===== src/source/vz_macros.svh =====
`ifndef VZ_MACROS_SVH
`define VZ_MACROS_SVH

// CPU bus widths
`define VZ_ADDR_W 16
`define VZ_DATA_W 8

// Main RAM is 16 KB, video RAM 2 KB
`define VZ_RAM_ADDR_W 14
`define VZ_VRAM_ADDR_W 11

// Last sequencer step, normal speed and turbo
`define VZ_SEQ_LAST_NORMAL 13
`define VZ_SEQ_LAST_TURBO 3

// Low I/O address byte of the SHRG mode port
`define VZ_SHRG_PORT 32

`endif

===== src/source/vz_bus_sequencer.sv =====
`timescale 1ns/1ps
`include "vz_macros.svh"

module vz_bus_sequencer
(
	input  logic CLK50MHZ,
	input  logic RESET_N,
	input  logic turbo_i,
	output logic cpu_clk_o,
	output logic bus_latch_o
);

	localparam int STEP_W = $clog2(`VZ_SEQ_LAST_NORMAL + 1);
	localparam logic [STEP_W-1:0] LAST_NORMAL = STEP_W'(`VZ_SEQ_LAST_NORMAL);
	localparam logic [STEP_W-1:0] LAST_TURBO = STEP_W'(`VZ_SEQ_LAST_TURBO);

	logic [STEP_W-1:0] step_q;

	always_ff @(posedge CLK50MHZ or negedge RESET_N)
	begin
		if (!RESET_N)
		begin
			step_q <= '0;
			cpu_clk_o <= 1'b0;
			bus_latch_o <= 1'b0;
		end
		else
		begin
			cpu_clk_o <= (step_q == '0);	// Also the memory write strobe
			bus_latch_o <= cpu_clk_o;
			// Turbo only decides at the short wrap point
			if (step_q == LAST_TURBO && turbo_i)
				step_q <= '0;
			else if (step_q == LAST_NORMAL)
				step_q <= '0;
			else
				step_q <= step_q + 1'b1;
		end
	end

	a_strobes_apart: assert property (@(posedge CLK50MHZ) disable iff (!RESET_N)
		!(cpu_clk_o && bus_latch_o));

	a_latch_after_clk: assert property (@(posedge CLK50MHZ) disable iff (!RESET_N)
		cpu_clk_o |=> bus_latch_o);

endmodule


===== config.mk =====
export PLATFORM = sky130hd
export DESIGN_NAME = vz_bus_sequencer
export DESIGN_NICKNAME = d
export VERILOG_FILES = /design/src/source/vz_bus_sequencer.sv
export VERILOG_INCLUDE_DIRS = /design/src /design/src/source
export SDC_FILE = /design/constraint.sdc
export NUM_CORES = 1
export LEC_CHECK = 0
export BUFFER_PORTS_ARGS = -buffer_cell sky130_fd_sc_hd__buf_2
export CORE_AREA = 10 10 47 49
export CTS_CLUSTER_SIZE = 8
export DETAILED_ROUTE_END_ITERATION = 10
export DIE_AREA = 0 0 57 59
export GPL_TIMING_DRIVEN = 0
export PLACE_DENSITY_LB_ADDON = 0.05
export SYNTH_ARGS = -nofsm -noshare
export SYNTH_HDL_FRONTEND = slang
export SYNTH_SLANG_ARGS = --single-unit

===== constraint.sdc =====
create_clock -name CLK50MHZ -period 1.6 [get_ports CLK50MHZ]
set_input_delay 0.32 -clock CLK50MHZ [delete_from_list [all_inputs] [get_ports CLK50MHZ]]
set_output_delay 0.32 -clock CLK50MHZ [all_outputs]
set_load 0.02 [all_outputs]

==> flow_summary.ini, run 1 <==
[clocking]
htreeDepth = 1
cts_buffers = 3
post_cts_resize_count = 0
cts_num_sinks = 6
insertion_delay_ps = 240
cts_tree = built
clockRootBuffer = clkbuf_4
clk_pin_slew_ps = 40
cts_buffer_depth = 2

[critical_path]
critical_path_required_ps = 1710
crit_fanout = 5
critPathLaunchType = flip-flop
max_stage_delay_ps = 410
r2r_cells = 4
slowest_stage = dfrtp_1
cp_top_family = flip-flops
crit_type = reg2reg
crit_chain = ha_1 > nand2_1 > o31ai_2 > nor2_1
worst-path-buf-inv = 0
path_depth = 4
crit_arrival_ps = 1320
crit_path_end_kind = flip-flop

[floorplan]
rows = 14
initial_core_util_pct = 20.3
die_y_um = 59
coreArea_um2 = 1400
design.die.area_um2 = 3360
chipWidth_um = 57
ios = 5

[synth]
synthSimpleGateAreaFrac_pct = 13.7
ys_ff_latch = 6
synthDistinctLibCells = 13
synth_top_family_by_area = simple AND/OR/NAND/NOR gates
synth_common_cells = 6 x dfrtp_1, 3 x ha_1, 3 x inv_1, 3 x nor2_1, 2 x nand3_1
ys_top_cells_by_area = dfrtp_1 53%, ha_1 13%, a211oi_2 4.4%
synth_most_common_cell = dfrtp_1
syn_area_um2 = 284
yosys_warnings = 0
syn_nets = 31
synth-edff-count = 0
yosys_most_used_dff = dfrtp_1
synth_cells = 25
synth_compound_area_share_pct = 11.9
synth_mux_area_share_pct = 0
synthXorXnorAreaFrac_pct = 3.08
synthArstFlopShare_pct = 100
synthAdderAreaFrac_pct = 13.2
yosysTopAreaCellShare_pct = 52.9
syn_avg_cell_area_um2 = 11.4
synth_seq_area_share_pct = 52.9
synth_area_leader_cell = dfrtp_1

[sta]
fin_crit_ps = 1210
maxSlewHeadroom_pct = 79.4
worstMarginPinSlew_ps = 307
maxSlewViolCount = 0
finalSetupTns_ps = 0
hold_viol_final = 0
post-route-period-util_pct = 75.7
rsz0062_at_grt = no
fmax_mhz = 825
setup_viol = 0
clock_skew_ps = 3.86

[final_layout]
drive_above_1_share_pct = 30.3
nets = 41
diodes = 0
area_growth_pct = 25.6

[detailed_routing]
routedWlPerCell_um = 10.3
wl_um = 503
drt_iter0_drc = 0
detail-route-antenna-nets = 0
via_count = 197
drc = 0
drt_pre_antenna_iters = 1
viasPerCell = 4.02

[hold_path]
holdPathStages = 0
hp-class = reg2reg

[power_and_ir_drop]
report.power.total_mw = 0.577
leakage_nw = 0.182
power.density_nw_per_um2 = 1620
peakVddDrop_v = 0.000639

[global_routing]
grt_pass1_vias = 217
groute.usage.overall_pct = 3.70
grt_pass1_wl_um = 869
grt_max_degree = 7
antenna_found_initial = 0
overflow = 0

[placed_design]
place_congestion = 0.691
portBuffers = 4

[job]
cap_viol_max_count = 0

[run_status]
status = finished clean
## path summary, 6_finish.rpt
path	from	to	slack, ps
min in group asynchronous	RESET_N	step_q[2]	430
hold / removal	cpu_clk_o	bus_latch_o	370
hold reg to reg	cpu_clk_o	bus_latch_o	370
setup / recovery	step_q[0]	step_q[3]	390
max in group asynchronous	RESET_N	step_q[0]	1020
setup reg to reg	step_q[0]	step_q[3]	390
## timing repair
item                      4_1_cts  5_1_grt
hold endpoints to repair        6        0
hold buffers                    1        0
setup buffers                   0        0
## per-stage QoR
step / cell area, um2 / worst slack [ps] / hold WS [ps] / utilization [%] / cells
after floorplan: 284 / 528 / 24.4 / - / 25
after global routing: 357 / 253 / 384 / 25.4 / 49
after global placement: 324 / 363 / 147 / 23.1 / 45
after detailed placement: 324 / 377 / 148 / 23.1 / 45
after CTS: 357 / 367 / 372 / 25.4 / 49
final: 357 / 388 / 367 / 25.4 / 49
## layer usage
layer	part of all wire [%]	wire, um	up-vias	global-route usage [%]
li1	-	-	98	-
met1	46	231	93	2.66
met2	42	210	6	5.27
met3	12	61	0	4.94
met4	0	0	0	2.01
met5	0	0	-	0
## final cells by class
class	instances	area, um2
Fill cell	163	1040
Sequential cell	6	150
Multi-Input combinational cell	15	119
Timing Repair Buffer	5	30.0
Clock buffer	3	22.5
Tap cell	16	20.0
Inverter	4	15.0
## report_power, final
group	internal [mW]	switching, mW	total, mW
registers	0.200	0.0572	0.257
logic	0.0848	0.100	0.185
clock network	0.0845	0.0501	0.135
total	0.369	0.208	0.577
## cell usage in the layout, fill, tap and decap left out, drive strengths merged
cell type and instances:
xor2 1, inv 4, a211oi 1, nor3b 1
clkbuf 3, a31o 1, nor2 3, nand2b 1
dlygate4sd3 1, ha 3, buf 4, nand3 2
dfrtp 6, nand2 1, o31ai 1
## cell families (layout without fill, tap and decap cells)
group | Yosys count | after routing
buffers and inverters | 4 | 12
adders and majority gates | 3 | 3
and+or+nand+nor | 8 | 8
xor gates and xnor gates | 1 | 1
DFF | 6 | 6
AOI/OAI and AO/OA | 3 | 3
## flip-flops by register name, indices dropped and copies added, names as in the netlist
register,cells
step_q,4
cpu_clk_o,1
bus_latch_o,1
(Power assumes the default switching activity.)
==> run 2: changes to the inputs <==
clock period = 1.1 ns   (was 1.6 ns; I/O delays follow)
==> run 2 against run 1 <==
Effect of this change: core utilization is 4.5 points higher; power is 71% higher; cell area is 18% higher; maximum frequency is 14% higher; first-iteration DRC count is 3 higher; count of clock-buffer cells in the layout stayed put; critical path type unchanged.
==> flow_summary.ini, run 2 (synthesis results as in run 1) <==
[clocking]
cts_buffers = 3
htreeDepth = 1
cts_tree = built
clockRootBuffer = clkbuf_4
insertion_delay_ps = 240
clk_pin_slew_ps = 40
cts_buffer_depth = 2
cts_num_sinks = 6

[detailed_routing]
drt_iter0_drc = 3
detail-route-antenna-nets = 0
viasPerCell = 3.94
via_count = 201
routedWlPerCell_um = 10.8
drt_pre_antenna_iters = 4
drc = 0
wl_met3_um = 62
wl_um = 550
drt-met1-wl_um = 224
wl_met2_um = 263
top_layer = met3

[global_routing]
antenna_found_initial = 0
overflow = 0
grt_max_degree = 7
groute.usage.overall_pct = 3.91
grt_pass1_wl_um = 931
grt_pass1_vias = 232

[sta]
rsz0062_at_grt = yes
fmax_mhz = 940
maxSlewHeadroom_pct = 80.7
whs_ps = 331
worstMarginPinSlew_ps = 290
hold_viol_final = 0
setup_viol = 0
clock_skew_ps = 3.82
post-route-period-util_pct = 96.7
finalSetupTns_ps = 0
fin_crit_ps = 1060
maxSlewViolCount = 0

[floorplan]
initial_core_util_pct = 20.3
chipWidth_um = 57
rows = 14
ios = 5
coreArea_um2 = 1400
design.die.area_um2 = 3360
die_y_um = 59

[final_layout]
drive_above_1_share_pct = 54.3
largest_register_ffs = 4
stdcell_count = 51
diodes = 0
top_register = step_q
area_growth_pct = 47.6
nets = 43
final_cell_mix = 4 x dfrtp_1, 4 x buf_2, 3 x nor2_1, 3 x clkbuf_4
reg_top3 = step_q: 4 flops, bus_latch_o: 1 flops, cpu_clk_o: 1 flops

[critical_path]
r2r_end = step_q[1]
r2r-start = step_q[0]
slowest_stage = dfrtp_2
crit_type = reg2reg
crit_path_end_kind = flip-flop
max_stage_delay_ps = 440
critical_path_required_ps = 1220
crit_fanout = 3
r2r_slack_ps = 40
critPathLaunchType = flip-flop
crit_top_cell = inv_1
crit_chain = buf_4 > inv_1 > ha_1 > inv_1 > nor2_1
r2r_cells = 5
crit_arrival_ps = 1180

[run_status]
status = finished clean

[hold_path]
hp-class = in2async

[power_and_ir_drop]
peakVddDrop_v = 0.00101
leakage_nw = 0.194
power.density_nw_per_um2 = 2350

[placed_design]
place_congestion = 0.691
portBuffers = 4
placed_cells_incl_taps = 45

[job]
cap_viol_max_count = 0
## run 2: cell count changes in the layout (fill, tap and decap cells not counted), moves of 2 or more
cell,before,now
dfrtp_1,6,4
ha_4,0,2
dfrtp_2,0,2
ha_1,3,1
## run 2: worst max path at each step
stage                         start   endpoint  slack [ps]
after floorplan           step_q[0]  step_q[3]          30
after detailed placement  step_q[0]  step_q[3]        -120
after CTS                 step_q[1]  step_q[3]          -9
after global placement    step_q[0]  step_q[3]        -140
after global routing      step_q[0]  step_q[2]         -20
final                     step_q[0]  step_q[1]          40
## run 2: what timing repair did
item / in CTS / in global routing
setup buffers: 2 / 0
endpoints found under the hold margin: 6 / 0
gates resized for setup: 7 / 4
setup endpoints to repair: 3 / 5
pin swaps: 3 / 1
hold buffers: 1 / 0
cloned: 0 / 0
## run 2: area by class of cell
| class | count | area, um2 |
|---|---|---|
| fillers | 157 | 982 |
| multi-input cells | 15 | 160 |
| repair buffers | 7 | 48.8 |
| flip-flops and latches | 6 | 153 |
| well taps | 16 | 20.0 |
| inverters | 4 | 15.0 |
| clock buffers | 3 | 22.5 |
## run 2: per-stage QoR
stage	cell area (um2)	total power, mW	setup slack [ps]	util [%]
after global routing	419	1.08	-16.8	29.9
final	419	0.986	36.0	29.9
after detailed placement	324	0.650	-123	23.1
after floorplan	284	0.574	28.2	-
after CTS	403	0.963	-9.06	28.7
after global placement	324	0.651	-137	23.1
## run 2: per-layer routing
metal | up-vias | track usage [%]
met4 | 0 | 2.01
met2 | 6 | 5.89
li1 | 101 | -
met1 | 94 | 2.78
met3 | 0 | 4.94
met5 | - | 0
## run 2: power by group
| part | switching (mW) | internal [mW] | total [mW] |
|---|---|---|---|
| clock | 0.0732 | 0.123 | 0.196 |
| sequential | 0.112 | 0.294 | 0.406 |
| combinational | 0.182 | 0.201 | 0.384 |
| total | 0.368 | 0.618 | 0.986 |
## run 2: worst max-delay path: cells and delay by family (launching register included)
family / cells / cell delay, ps
flops: 1 / 440
buf+inv: 3 / 260
fa+ha+maj: 1 / 220
simple gates: 1 / 40
