`config.mk`:
```
export PLATFORM = sky130hd
export DESIGN_NAME = vz_io_port
export DESIGN_NICKNAME = d
export VERILOG_FILES = /design/src/source/vz_keyboard_pkg.sv /design/src/source/vz_bus_pkg.sv /design/src/source/vz_io_port.sv
export VERILOG_INCLUDE_DIRS = /design/src /design/src/source
export SDC_FILE = /design/constraint.sdc
export NUM_CORES = 1
export LEC_CHECK = 0
export BUFFER_PORTS_ARGS = -buffer_cell sky130_fd_sc_hd__buf_2
export CAP_MARGIN = 25
export CELL_PAD_IN_SITES_DETAIL_PLACEMENT = 1
export CELL_PAD_IN_SITES_GLOBAL_PLACEMENT = 1
export CORE_MARGIN = 5
export CORE_UTILIZATION = 32
export DETAILED_ROUTE_END_ITERATION = 12
export PLACE_DENSITY_LB_ADDON = 0.1
export SLEW_MARGIN = 20
export SYNTH_ARGS = -nofsm -noshare
export SYNTH_HDL_FRONTEND = slang
export SYNTH_SLANG_ARGS = --single-unit
```
`constraint.sdc`:
```
create_clock -name CLK50MHZ -period 2.45 [get_ports CLK50MHZ]
set_clock_uncertainty 0.2 [all_clocks]
set_input_delay 0.49 -clock CLK50MHZ [delete_from_list [all_inputs] [get_ports CLK50MHZ]]
set_output_delay 0.49 -clock CLK50MHZ [all_outputs]
set_load 0.05 [all_outputs]
```
`src/source/vz_macros.svh`:
```
`ifndef VZ_MACROS_SVH
`define VZ_MACROS_SVH

// CPU bus widths
`define VZ_ADDR_W 16
`define VZ_DATA_W 8

// Main RAM is 16 KB, video RAM 2 KB
`define VZ_RAM_ADDR_W 14
`define VZ_VRAM_ADDR_W 11

// Last sequencer step, normal speed and turbo
`define VZ_SEQ_LAST_NORMAL 13
`define VZ_SEQ_LAST_TURBO 3

// Low I/O address byte of the SHRG mode port
`define VZ_SHRG_PORT 32

`endif
```
`src/source/vz_keyboard_pkg.sv`:
```
package vz_keyboard_pkg;

	typedef logic [63:0] key_matrix_t;	// Row r in bits r*8+7 to r*8, active low
	typedef logic [9:0] key_ex_t;	// Extended keys, active low
	typedef logic [5:0] key_col_t;

	// Extended key bits
	localparam logic [3:0] EX_R_SHIFT = 4'd0;
	localparam logic [3:0] EX_L_ALT = 4'd1;
	localparam logic [3:0] EX_R_ALT = 4'd2;
	localparam logic [3:0] EX_ESC = 4'd3;
	localparam logic [3:0] EX_UP = 4'd4;
	localparam logic [3:0] EX_LEFT = 4'd5;
	localparam logic [3:0] EX_RIGHT = 4'd6;
	localparam logic [3:0] EX_DOWN = 4'd7;
	localparam logic [3:0] EX_BKSP = 4'd8;

	// Alt shares one code, the E0 prefix picks the right one
	localparam logic [7:0] SC_ALT = 8'h11;

	// Scan codes of the matrix keys and their bit in key_matrix_t
	localparam int MATRIX_KEYS = 45;
	localparam logic [7:0] MATRIX_CODE [MATRIX_KEYS] = '{
		8'h16, 8'h1E, 8'h26, 8'h25, 8'h2E, 8'h36, 8'h3D, 8'h3E, 8'h46, 8'h45,	// 1 to 0
		8'h4E, 8'h49, 8'h4B, 8'h44, 8'h5A, 8'h52, 8'h1D, 8'h24, 8'h2D, 8'h2C,	// - . L O CR ' W E R T
		8'h35, 8'h3C, 8'h43, 8'h1B, 8'h23, 8'h2B, 8'h34, 8'h33, 8'h3B, 8'h42,	// Y U I S D F G H J K
		8'h22, 8'h21, 8'h2A, 8'h32, 8'h31, 8'h3A, 8'h41, 8'h15, 8'h1C, 8'h1A,	// X C V B N M , Q A Z
		8'h29, 8'h4C, 8'h4D, 8'h14, 8'h12	// Space ; P Ctrl L-Shift
	};
	localparam logic [5:0] MATRIX_INDEX [MATRIX_KEYS] = '{
		6'd28, 6'd25, 6'd27, 6'd29, 6'd24, 6'd40, 6'd45, 6'd43, 6'd41, 6'd44,
		6'd42, 6'd33, 6'd57, 6'd49, 6'd50, 6'd58, 6'd1, 6'd3, 6'd5, 6'd0,
		6'd48, 6'd53, 6'd51, 6'd9, 6'd11, 6'd13, 6'd8, 6'd56, 6'd61, 6'd59,
		6'd17, 6'd19, 6'd21, 6'd16, 6'd32, 6'd37, 6'd35, 6'd4, 6'd12, 6'd20,
		6'd36, 6'd60, 6'd52, 6'd10, 6'd18
	};

	// R-Shift, Esc, arrows up left right down, Backspace
	localparam int EX_KEYS = 7;
	localparam logic [7:0] EX_CODE [EX_KEYS] = '{
		8'h59, 8'h76, 8'h75, 8'h6B, 8'h74, 8'h72, 8'h66
	};
	localparam logic [3:0] EX_INDEX [EX_KEYS] = '{
		EX_R_SHIFT, EX_ESC, EX_UP, EX_LEFT, EX_RIGHT, EX_DOWN, EX_BKSP
	};

endpackage

```
`src/source/vz_bus_pkg.sv`:
```
`include "vz_macros.svh"

package vz_bus_pkg;

	typedef logic [`VZ_ADDR_W-1:0] addr_t;
	typedef logic [`VZ_DATA_W-1:0] data_t;

	// What a CPU memory access hits
	typedef enum logic [1:0]
	{
		REGION_NONE,
		REGION_IO,	// 6800-6FFF
		REGION_VRAM,	// 7000-77FF
		REGION_RAM	// 7800-B7FF
	} region_e;

	// Output latch at 6800-6FFF
	typedef struct packed
	{
		logic spare7;
		logic spare6;
		logic spk_b;
		logic css;	// Colour set select
		logic ag;	// Alpha or graphics
		logic cass_out;
		logic spare1;
		logic spk_a;
	} io_latch_t;

	// Graphics mode 010 out of reset
	localparam data_t SHRG_RESET = 8'h08;

endpackage

```
`src/source/vz_io_port.sv`:
```
`timescale 1ns/1ps
`include "vz_macros.svh"

module vz_io_port
(
	input  logic CLK50MHZ,
	input  logic RESET_N,
	input  logic bus_latch_i,
	input  vz_bus_pkg::region_e region_i,
	input  vz_bus_pkg::addr_t cpu_addr_i,
	input  vz_bus_pkg::data_t cpu_data_i,
	input  logic cpu_iorq_n_i,
	input  logic cpu_wr_n_i,
	input  logic shrg_en_i,
	input  logic cass_in_i,
	input  vz_keyboard_pkg::key_col_t column_i,
	output vz_bus_pkg::data_t key_data_o,
	output vz_bus_pkg::io_latch_t io_latch_o,
	output vz_bus_pkg::data_t shrg_o
);

	logic io_wr;
	logic shrg_wr;

	// Memory write into 6800-6FFF
	assign io_wr = bus_latch_i && (region_i == vz_bus_pkg::REGION_IO)
		&& !cpu_wr_n_i && cpu_iorq_n_i;
	// OUT (32),A with the SHRG switch on
	assign shrg_wr = bus_latch_i && shrg_en_i && !cpu_iorq_n_i && !cpu_wr_n_i
		&& (cpu_addr_i[7:0] == 8'(`VZ_SHRG_PORT));

	always_ff @(posedge CLK50MHZ or negedge RESET_N)
	begin
		if (!RESET_N)
		begin
			io_latch_o <= '0;
			shrg_o <= vz_bus_pkg::SHRG_RESET;
		end
		else
		begin
			if (io_wr)
				io_latch_o <= cpu_data_i;
			if (shrg_wr)
				shrg_o <= cpu_data_i;
		end
	end

	// Keyboard byte snapshot, cassette input inverted in bit 6
	always_ff @(posedge CLK50MHZ)
	begin
		if (bus_latch_i)
			key_data_o <= {1'b1, ~cass_in_i, column_i};
	end

endmodule

```
==> results of run 1 <==
[sequential cells by signal (all words and copies together) (netlist names)]
signal / count
shrg_o: 8
key_data_o: 7
io_latch_o: 8
[per-layer routing]
metal | up-vias | track usage [%]
met3 | 0 | 4.14
met1 | 300 | 12.6
met2 | 30 | 19.7
met5 | - | 0
met4 | 0 | 3.18
li1 | 287 | -
[cells by family after synthesis]
group / after synthesis / share of synthesized area, %
mux: 16 / 20.4
buf+inv: 2 / 1.27
flops: 23 / 69.2
other cells: 1 / 0.424
simple gates: 6 / 8.77
[Yosys cell counts]
| library cell | n |
|---|---|
| dfrtp_1 | 15 |
| inv_1 | 1 |
| nand3_2 | 1 |
| buf_4 | 1 |
| and4bb_2 | 2 |
| mux2_2 | 16 |
| nor4b_4 | 1 |
| nand2_2 | 1 |
| conb_1 | 1 |
| dfstp_2 | 1 |
| nor4_2 | 1 |
| edfxtp_1 | 7 |
[through the flow]
stage | total power [mW] | hold slack, ps | instance area, um^2
3_3_place_gp | 0.728 | 217 | 1180
6_report | 0.894 | 155 | 1220
3_5_place_dp | 0.733 | 218 | 1180
5_1_grt | 0.942 | 119 | 1220
2_1_floorplan | 0.647 | -5.59 | 885
4_1_cts | 0.909 | 138 | 1220
[worst max path at each step]
stage,end,cells past startpoint
after floorplan,shrg_o[0],3
after global placement,shrg_o[6],4
after detailed placement,shrg_o[1],4
after CTS,shrg_o[3],1
after global routing,shrg_o[3],1
final,shrg_o[3],1
[area by class of cell]
class | count | share of cell area, %
Sequential cell | 23 | 50.2
Clock inverter | 1 | 0.411
Inverter | 1 | 0.308
Multi-Input combinational cell | 23 | 21.5
Tap cell | 31 | 3.18
Timing Repair Buffer | 54 | 22.6
Clock buffer | 3 | 1.85
[report_power, final]
part           leakage, nW  switching [mW]  internal, mW
registers            0.275          0.0170         0.438
logic                0.342           0.195        0.0718
clock network       0.0177           0.112        0.0609
total                0.634           0.324         0.570
==> metrics.md, run 1 <==
| Metric | Value |
|---|---|
| Initial core utilization | `32.6%` |
| 1st-iter DRT viols | `5` |
| CP max stage cell | `dfstp_2` |
| Reg2reg end | `shrg_o[6]` |
| ANT cells | `0` |
| # DRC | `0` |
| Multi-input logic area | `262 um^2` |
| Slowest stage delay, CP | `550 ps` |
| FMAX | `557 MHz` |
| CP Buf/Inv Count | `1` |
| Post-CTS Setup Bufs | `0` |
| H-tree levels | `1` |
| Fin. Hold Viols | `0` |
| GRT Util Overall | `11.2%` |
| Clk slew on worst S/H paths | `130 ps` |
| Global-route wire length before repair | `3.51 mm` |
| Wire length on met2 | `1.10 mm` |
| Worst Reg-to-Reg Cells | `1` |
| Register Area | `612 um^2` |
| Hold endpoint | `key_data_o[3]` |
| Die Y | `62.6 um` |
| Top cell type's share of synthesized area | `42.4%` |
| HP Start | `column_i[3]` |
| Setup ws final | `653 ps` |
| Post-synthesis sequential element count | `23` |
| Vias | `617` |
| # IOs | `63` |
| Largest area contributor in the netlist | `dfrtp_1` |
| Max Slew Vio Count | `0` |
| Crit-path max FO | `2` |
| Dpl ws | `584 ps` |
| Final Instance Count excl. Fillers | `136` |
| Hold Buf Count CTS | `1` |
| PD cells | `734 nW/um^2` |
| R2r setup slk | `1480 ps` |
| P&R area growth vs syn | `37.8%` |
| Commonest non-fill, non-tap cell in the layout | `buf_2` |
| Commonest cells after routing, fill and taps aside | `53 x buf_2, 16 x mux2_2, 15 x dfrtp_1` |
| CTS tree | `yes` |
| Crit-path cells | `buf_2` |
| GPL Wtd Cong | `0.656` |
| Clock Latency Late Sink | `300 ps` |
| Leak | `0.634 nW` |
| Crit path time final | `1800 ps` |
| CP Capture Type | `output pin` |
| CTS resizes | `0` |
| Final setup violation count | `0` |
| Kind of critical path | `flop to output pin` |
| Root Driver | `clkbuf_4` |
| Clock sink total | `23` |
| Metal3 WL | `211 um` |
| Vias in the first global route | `711` |
| Synth unique cells | `12` |
| Post-detail-place hpwl | `1.76 mm` |
| Crit. Startpoint | `shrg_o[3]` |
| # fillers | `301` |
| First-pass DRT Iterations | `2` |
| Die Width | `62.6 um` |
| Hold Crit Depth | `1` |
| Met1 WL | `785 um` |
| Placed Instances | `131` |
| CTS Buf Count | `3` |
| Peak supply drop | `0.449 mV` |
| Critical path data required time | `1760 ps` |
| Status | `finished clean` |
| Largest net degree at the start of global routing | `17` |
| Mapped Area | `885 um^2` |
| Avg Inst Size Synth | `18.4 um^2` |
| Syn_nets | `87` |
| Yosys Warn Count | `0` |
| Total wire length | `2.10 mm` |
| Routed Antenna Nets | `0` |
| Drt via density | `4.54` |
| Post-synthesis sequential area ratio | `69.2%` |
| Top delay family on crit path | `flip-flops` |
| Synth top area cells | `dfrtp_1 42%, edfxtp_1 24%, mux2_2 20%` |
| Drt wl/cell | `15.4 um` |
| Antenna violations before repair | `0` |
| Worst r2r src | `shrg_o[6]` |
| Final Util | `45.0%` |
| Global route overflow | `0` |
| CP Data Arrival Time | `1110 ps` |
| Num rows | `19` |
| Share of cells above drive strength 1 | `76.2%` |
| CORE AREA | `2710 um^2` |
| Synth Instances | `48` |
| Setup total negative slack | `0 ps` |
| Unrepaired setup endpoints after global routing | `false` |
| Nets | `145` |
| Die Area | `3920 um^2` |
| Uppermost layer routed | `met3` |
| Period utilization | `73.3%` |
| Max-cap viol count | `0` |
| Max clock buf depth | `2` |
| Hold crit path type | `primary input to flop` |
| Input/output buffers | `53` |
| CP Launch Type | `flop` |
Note: power is estimated with default switching activity, not from simulation.
==> run 2, diff against run 1 <==
--- a/config.mk
+++ b/config.mk
@@ -11,7 +11,7 @@
 export CELL_PAD_IN_SITES_DETAIL_PLACEMENT = 1
 export CELL_PAD_IN_SITES_GLOBAL_PLACEMENT = 1
 export CORE_MARGIN = 5
-export CORE_UTILIZATION = 32
+export CORE_UTILIZATION = 30
 export DETAILED_ROUTE_END_ITERATION = 12
 export PLACE_DENSITY_LB_ADDON = 0.1
 export SLEW_MARGIN = 20
==> constraint.sdc (replaced) <==
create_clock -name CLK50MHZ -period 1.86 [get_ports CLK50MHZ]
set_clock_uncertainty 0.2 [all_clocks]
set_input_delay 0.372 -clock CLK50MHZ [delete_from_list [all_inputs] [get_ports CLK50MHZ]]
set_output_delay 0.372 -clock CLK50MHZ [all_outputs]
set_load 0.05 [all_outputs]
==> metrics.md, run 2 (synthesis results as in run 1) <==
| Metric | Value |
|---|---|
| Power Total | `1.17 mW (was 0.894 mW)` |
| Final Instance Count excl. Fillers | `137 (was 136)` |
| Crit-path max FO | `2 (unchanged)` |
| GR Util met1 | `9.76% (was 12.6%)` |
| GPL Wtd Cong | `0.672 (was 0.656)` |
| # fillers | `315 (was 301)` |
| CP Capture Type | `output pin (unchanged)` |
| CP Data Arrival Time | `1100 ps (was 1110 ps)` |
| P&R area growth vs syn | `38.5% (was 37.8%)` |
| Post-CTS Setup Bufs | `0 (unchanged)` |
| First-pass DRT Iterations | `2 (unchanged)` |
| Post-detail-place hpwl | `1.64 mm (was 1.76 mm)` |
| Peak supply drop | `0.430 mV (was 0.449 mV)` |
| Antenna violations before repair | `0 (unchanged)` |
| Clock sink total | `23 (unchanged)` |
| CTS tree | `yes (unchanged)` |
| Met3 Usage GRT | `4.20% (was 4.14%)` |
| Drt wl/cell | `14.3 um (was 15.4 um)` |
| Crit-path cells | `buf_2 (unchanged)` |
| Share of cells above drive strength 1 | `75.5% (was 76.2%)` |
| CP max stage cell | `dfstp_2 (unchanged)` |
| R2r setup slk | `890 ps (was 1480 ps)` |
| PD cells | `954 nW/um^2 (was 734 nW/um^2)` |
| Leak | `0.636 nW (was 0.634 nW)` |
| Routed Antenna Nets | `0 (unchanged)` |
| Net Switching | `0.413 mW (was 0.324 mW)` |
| # IOs | `63 (unchanged)` |
| Reg power frac | `51.2% (was 50.8%)` |
| H-tree levels | `1 (unchanged)` |
| Clk slew on worst S/H paths | `120 ps (was 130 ps)` |
| Vias | `615 (was 617)` |
| Max clock buf depth | `2 (unchanged)` |
| Vias in the first global route | `701 (was 711)` |
| Input/output buffers | `53 (unchanged)` |
| Status | `finished clean (unchanged)` |
| Drt via density | `4.49 (was 4.54)` |
| Final setup violation count | `0 (unchanged)` |
| Critical path data required time | `1290 ps (was 1760 ps)` |
| Fin. Hold Viols | `0 (unchanged)` |
| Global route overflow | `0 (unchanged)` |
| Sw frac | `35.3% (was 36.2%)` |
| CTS resizes | `0 (unchanged)` |
| Hold crit path type | `primary input to flop (unchanged)` |
| Logic pwr share | `29.9% (was 29.8%)` |
| ANT cells | `0 (unchanged)` |
| 1st-iter DRT viols | `8 (was 5)` |
| Die Y | `64.3 um (was 62.6 um)` |
| Max-cap viol count | `0 (unchanged)` |
| Period utilization | `89.9%` |
| CP Launch Type | `flop (unchanged)` |
| Nets | `146 (was 145)` |
| Total wire length | `1.96 mm (was 2.10 mm)` |
| Commonest non-fill, non-tap cell in the layout | `buf_2 (unchanged)` |
| Die Area | `4130 um^2 (was 3920 um^2)` |
| Setup total negative slack | `0 ps (unchanged)` |
| Met2 Use GR | `17.9% (was 19.7%)` |
| Crit path time final | `1670 ps` |
| Int Pwr | `0.756 mW (was 0.570 mW)` |
| CP Buf/Inv Count | `1 (unchanged)` |
| Slowest stage delay, CP | `550 ps (about the same)` |
| Top delay family on crit path | `flip-flops (unchanged)` |
| CTS Buf Count | `3 (unchanged)` |
| Global-route wire length before repair | `3.20 mm (was 3.51 mm)` |
| Largest net degree at the start of global routing | `17 (unchanged)` |
| Clock Latency Late Sink | `300 ps (about the same)` |
| Largest regs | `io_latch_o x8, shrg_o x8, key_data_o x7 (unchanged)` |
| GRT busiest layer | `met2 (unchanged)` |
| Kind of critical path | `flop to output pin (unchanged)` |
| Placed Instances | `132 (was 131)` |
| FMAX | `598 MHz` |
| # DRC | `0 (unchanged)` |
| Num rows | `19 (unchanged)` |
| CORE AREA | `2780 um^2 (was 2710 um^2)` |
| Clk pwr share | `18.8% (was 19.4%)` |
| Unrepaired setup endpoints after global routing | `false (unchanged)` |
| Initial core utilization | `31.8% (was 32.6%)` |
| Die Width | `64.3 um (was 62.6 um)` |
| GRT Util Overall | `9.64% (was 11.2%)` |
| Final Util | `44.0% (was 45.0%)` |
| Root Driver | `clkbuf_4 (unchanged)` |
| Commonest cells after routing, fill and taps aside | `53 x buf_2, 16 x mux2_2, 15 x dfrtp_1 (unchanged)` |
| Max Slew Vio Count | `0 (unchanged)` |
## run 2: changes by cell type in the layout (fill, tap and decap cells not counted), sizes merged
cell and change:
buf +1, clkinv -1, clkbuf +1
## run 2: routing by layer
metal	share of wire, %	up-vias	routed length, um
met2	55	27	1080
met3	11	2	218
met1	33	299	651
met4	0.41	0	8
li1	-	287	-
met5	0	-	0
## run 2: layout make-up
cell class              instances  area (um^2)  share of cell area [%]
clock buffers                   4         26.3                    2.15
inverters                       1         3.75                   0.306
multi-input cells              23          262                    21.3
well taps                      31         38.8                    3.17
flip-flops and latches         23          612                    49.9
repair buffers                 55          283                    23.1
## run 2: power groups by stage
| stage | Clock [mW] | Sequential, mW | Combinational [mW] |
|---|---|---|---|
| 2_1_floorplan | 0 | 0.803 | 0.0491 |
| 3_3_place_gp | 0 | 0.609 | 0.351 |
| 3_5_place_dp | 0 | 0.611 | 0.353 |
| 4_1_cts | 0.231 | 0.601 | 0.355 |
| 5_1_grt | 0.254 | 0.608 | 0.368 |
| 6_report | 0.220 | 0.599 | 0.350 |
## run 2: what timing repair did
| item | 4_1_cts | 5_1_grt |
|---|---|---|
| hold buffers | 1 | 0 |
| hold endpoints to repair | 15 | 0 |
| setup endpoints to repair | 0 | 0 |
## run 2: path summary, 6_finish.rpt
check | startpoint | endpoint | depth (start not counted)
max in group asynchronous | RESET_N | shrg_o[3] | 2
worst min register to register | shrg_o[0] | shrg_o[0] | 1
worst max-delay path | shrg_o[3] | shrg_o[3] | 1
worst min-delay path | column_i[3] | key_data_o[3] | 1
worst max register to register | shrg_o[7] | shrg_o[7] | 1
min in group asynchronous | RESET_N | shrg_o[1] | 2
## run 2: metrics by stage
stage / cell area [um^2] / worst slack [ps] / hold WS [ps]
5_1_grt: 1220 / 145 / 29.6
3_5_place_dp: 1190 / 133 / 102
3_3_place_gp: 1190 / 158 / 105
2_1_floorplan: 885 / 399 / -124
4_1_cts: 1220 / 175 / 33.5
6_report: 1220 / 187 / 47.5
==> run 3, diff against run 2 <==
--- a/config.mk
+++ b/config.mk
@@ -11,7 +11,7 @@
 export CELL_PAD_IN_SITES_DETAIL_PLACEMENT = 1
 export CELL_PAD_IN_SITES_GLOBAL_PLACEMENT = 1
 export CORE_MARGIN = 5
-export CORE_UTILIZATION = 30
+export CORE_UTILIZATION = 27
 export DETAILED_ROUTE_END_ITERATION = 12
 export PLACE_DENSITY_LB_ADDON = 0.1
 export SLEW_MARGIN = 20
==> constraint.sdc (replaced) <==
create_clock -name CLK50MHZ -period 1.4 [get_ports CLK50MHZ]
set_clock_uncertainty 0.2 [all_clocks]
set_input_delay 0.28 -clock CLK50MHZ [delete_from_list [all_inputs] [get_ports CLK50MHZ]]
set_output_delay 0.28 -clock CLK50MHZ [all_outputs]
set_load 0.05 [all_outputs]
==> metrics.md, run 3 (synthesis results as in run 1) <==
| Metric | Value |
|---|---|
| Status | `finished with violations (was finished clean)` |
| Violated checks | `negative setup slack` |
| Worst Reg-to-Reg Cells | `2 (was 1)` |
| Share of cells above drive strength 1 | `67.8% (was 75.5%)` |
| Hold crit path type | `primary input to flop (unchanged)` |
| Fin area | `1540 um^2 (was 1220 um^2)` |
| Initial core utilization | `28.5% (was 31.8%)` |
| CP Buf/Inv Count | `1 (unchanged)` |
| CTS Buf Count | `3 (unchanged)` |
| Drt via density | `4.12 (was 4.49)` |
| Leak | `0.738 nW (was 0.636 nW)` |
| Hold Crit Depth | `2 (was 1)` |
| GPL Wtd Cong | `0.753 (was 0.672)` |
| PD cells | `1120 nW/um^2 (was 954 nW/um^2)` |
| CP max stage cell | `dfstp_2 (unchanged)` |
| Post-detail-place hpwl | `1.95 mm (was 1.64 mm)` |
| Crit-path cells | `buf_8 (was buf_2)` |
| CTS tree | `yes (unchanged)` |
| Max clock buf depth | `2 (unchanged)` |
| Clk slew on worst S/H paths | `130 ps (was 120 ps)` |
| Die Y | `67.2 um (was 64.3 um)` |
| Die Width | `67.2 um (was 64.3 um)` |
| First-pass DRT Iterations | `2 (unchanged)` |
| H-tree levels | `1 (unchanged)` |
| Routed Antenna Nets | `0 (unchanged)` |
| GR Util met1 | `14.6% (was 9.76%)` |
| # IOs | `63 (unchanged)` |
| CP Launch Type | `flop (unchanged)` |
| Num rows | `20 (was 19)` |
| Met3 Usage GRT | `3.33% (was 4.20%)` |
| Area post-placement | `1200 um^2 (was 1190 um^2)` |
| Input/output buffers | `53 (unchanged)` |
| Period utilization | `107%` |
| Crit path time final | `1500 ps` |
| ANT cells | `0 (unchanged)` |
| Peak supply drop | `0.486 mV (was 0.430 mV)` |
| Hold endpoint | `io_latch_o[2] (was key_data_o[3])` |
| CP Capture Type | `output pin (unchanged)` |
| Unrepaired setup endpoints after global routing | `true (was false)` |
| Commonest non-fill, non-tap cell in the layout | `buf_2 (unchanged)` |
| # fillers | `329 (was 315)` |
| Global route overflow | `0 (unchanged)` |
| GRT Util Overall | `11.8% (was 9.64%)` |
| Nets | `161 (was 146)` |
| Global-route wire length before repair | `3.93 mm (was 3.20 mm)` |
| # DRC | `0 (unchanged)` |
| R2r setup slk | `310 ps (was 890 ps)` |
| Vias in the first global route | `773 (was 701)` |
| Vias | `679 (was 615)` |
| Kind of critical path | `flop to output pin (unchanged)` |
| Commonest cells after routing, fill and taps aside | `30 x buf_2, 22 x buf_6, 16 x mux2_2 (was 53 x buf_2, 16 x mux2_2, 15 x dfrtp_1)` |
| Final setup violation count | `1 (was 0)` |
| HP Start | `cpu_data_i[2] (was column_i[3])` |
| Clock sink total | `23 (unchanged)` |
| Drt wl/cell | `15.8 um (was 14.3 um)` |
| Worst r2r src | `shrg_o[6] (was shrg_o[7])` |
| Fin. Hold Viols | `0 (unchanged)` |
| GRT busiest layer | `met2 (unchanged)` |
| Largest regs | `io_latch_o x8, shrg_o x8, key_data_o x7 (unchanged)` |
| Slowest stage delay, CP | `570 ps (was 550 ps)` |
| Crit-path max FO | `2 (unchanged)` |
| Setup ws final | `-101 ps (was 187 ps)` |
| Top delay family on crit path | `flip-flops (unchanged)` |
| Largest net degree at the start of global routing | `17 (unchanged)` |
| CP Data Arrival Time | `1020 ps (was 1100 ps)` |
| Total wire length | `2.60 mm (was 1.96 mm)` |
| Die Area | `4520 um^2 (was 4130 um^2)` |
| 1st-iter DRT viols | `19 (was 8)` |
| Reg2reg end | `shrg_o[6] (was shrg_o[7])` |
| P&R area growth vs syn | `74.0% (was 38.5%)` |
| FMAX | `666 MHz` |
| Clock Latency Late Sink | `310 ps (was 300 ps)` |
| Root Driver | `clkbuf_4 (unchanged)` |
| CORE AREA | `3100 um^2 (was 2780 um^2)` |
| Max Slew Vio Count | `0 (unchanged)` |
| Antenna violations before repair | `0 (unchanged)` |
| Critical path data required time | `920 ps (was 1290 ps)` |
| Met2 Use GR | `19.9% (was 17.9%)` |
| Max-cap viol count | `0 (unchanged)` |
| Power Total | `1.72 mW (was 1.17 mW)` |
[run 3: timing repair]
| item | 4_1_cts | 5_1_grt |
|---|---|---|
| resized for setup | 39 | 8 |
| buffers inserted | 0 | 1 |
| endpoints found under the setup margin | 23 | 23 |
| hold buffers | 14 | 1 |
| endpoints found under the hold margin | 32 | 1 |
[run 3: power by group]
part           internal, mW  switching (mW)  total (mW)
clock                 0.111           0.206       0.317
combinational         0.240           0.350       0.590
sequential            0.767          0.0481       0.815
total                  1.12           0.603        1.72
[run 3: final cells by class]
type | count | area [um^2] | area share [%]
well taps | 44 | 55.1 | 3.58
clock inverters | 1 | 6.26 | 0.407
repair buffers | 70 | 578 | 37.6
multi-input cells | 23 | 262 | 17.0
flip-flops and latches | 23 | 612 | 39.8
clock buffers | 3 | 22.5 | 1.46
inverters | 1 | 3.75 | 0.244
[run 3: routing by layer]
metal,up-vias,share of wire (%),routed length [um]
met2,26,53,1390
met3,2,7.6,197
met1,330,39,1000
met5,-,0,0
li1,321,-,-
met4,0,0.50,13
[run 3: worst max path at each step]
stage / cells after the start / to / from
2_1_floorplan: 3 / shrg_o[0] / cpu_addr_i[0]
3_3_place_gp: 4 / shrg_o[6] / cpu_addr_i[0]
3_5_place_dp: 4 / shrg_o[2] / cpu_addr_i[0]
4_1_cts: 1 / shrg_o[3] / shrg_o[3]
5_1_grt: 1 / shrg_o[3] / shrg_o[3]
6_report: 1 / shrg_o[3] / shrg_o[3]
[run 3: metrics by stage]
step | cells | hold WS, ps | TNS, ps | worst slack [ps] | util [%]
2_1_floorplan | 48 | -216 | 0 | 31.2 | -
3_3_place_gp | 145 | 14.2 | -2840 | -237 | 38.8
3_5_place_dp | 145 | 12.9 | -2950 | -249 | 38.8
4_1_cts | 163 | 1.02 | -146 | -118 | 48.1
5_1_grt | 165 | 10.9 | -458 | -159 | 49.6
6_report | 165 | 18.8 | -101 | -101 | 49.6
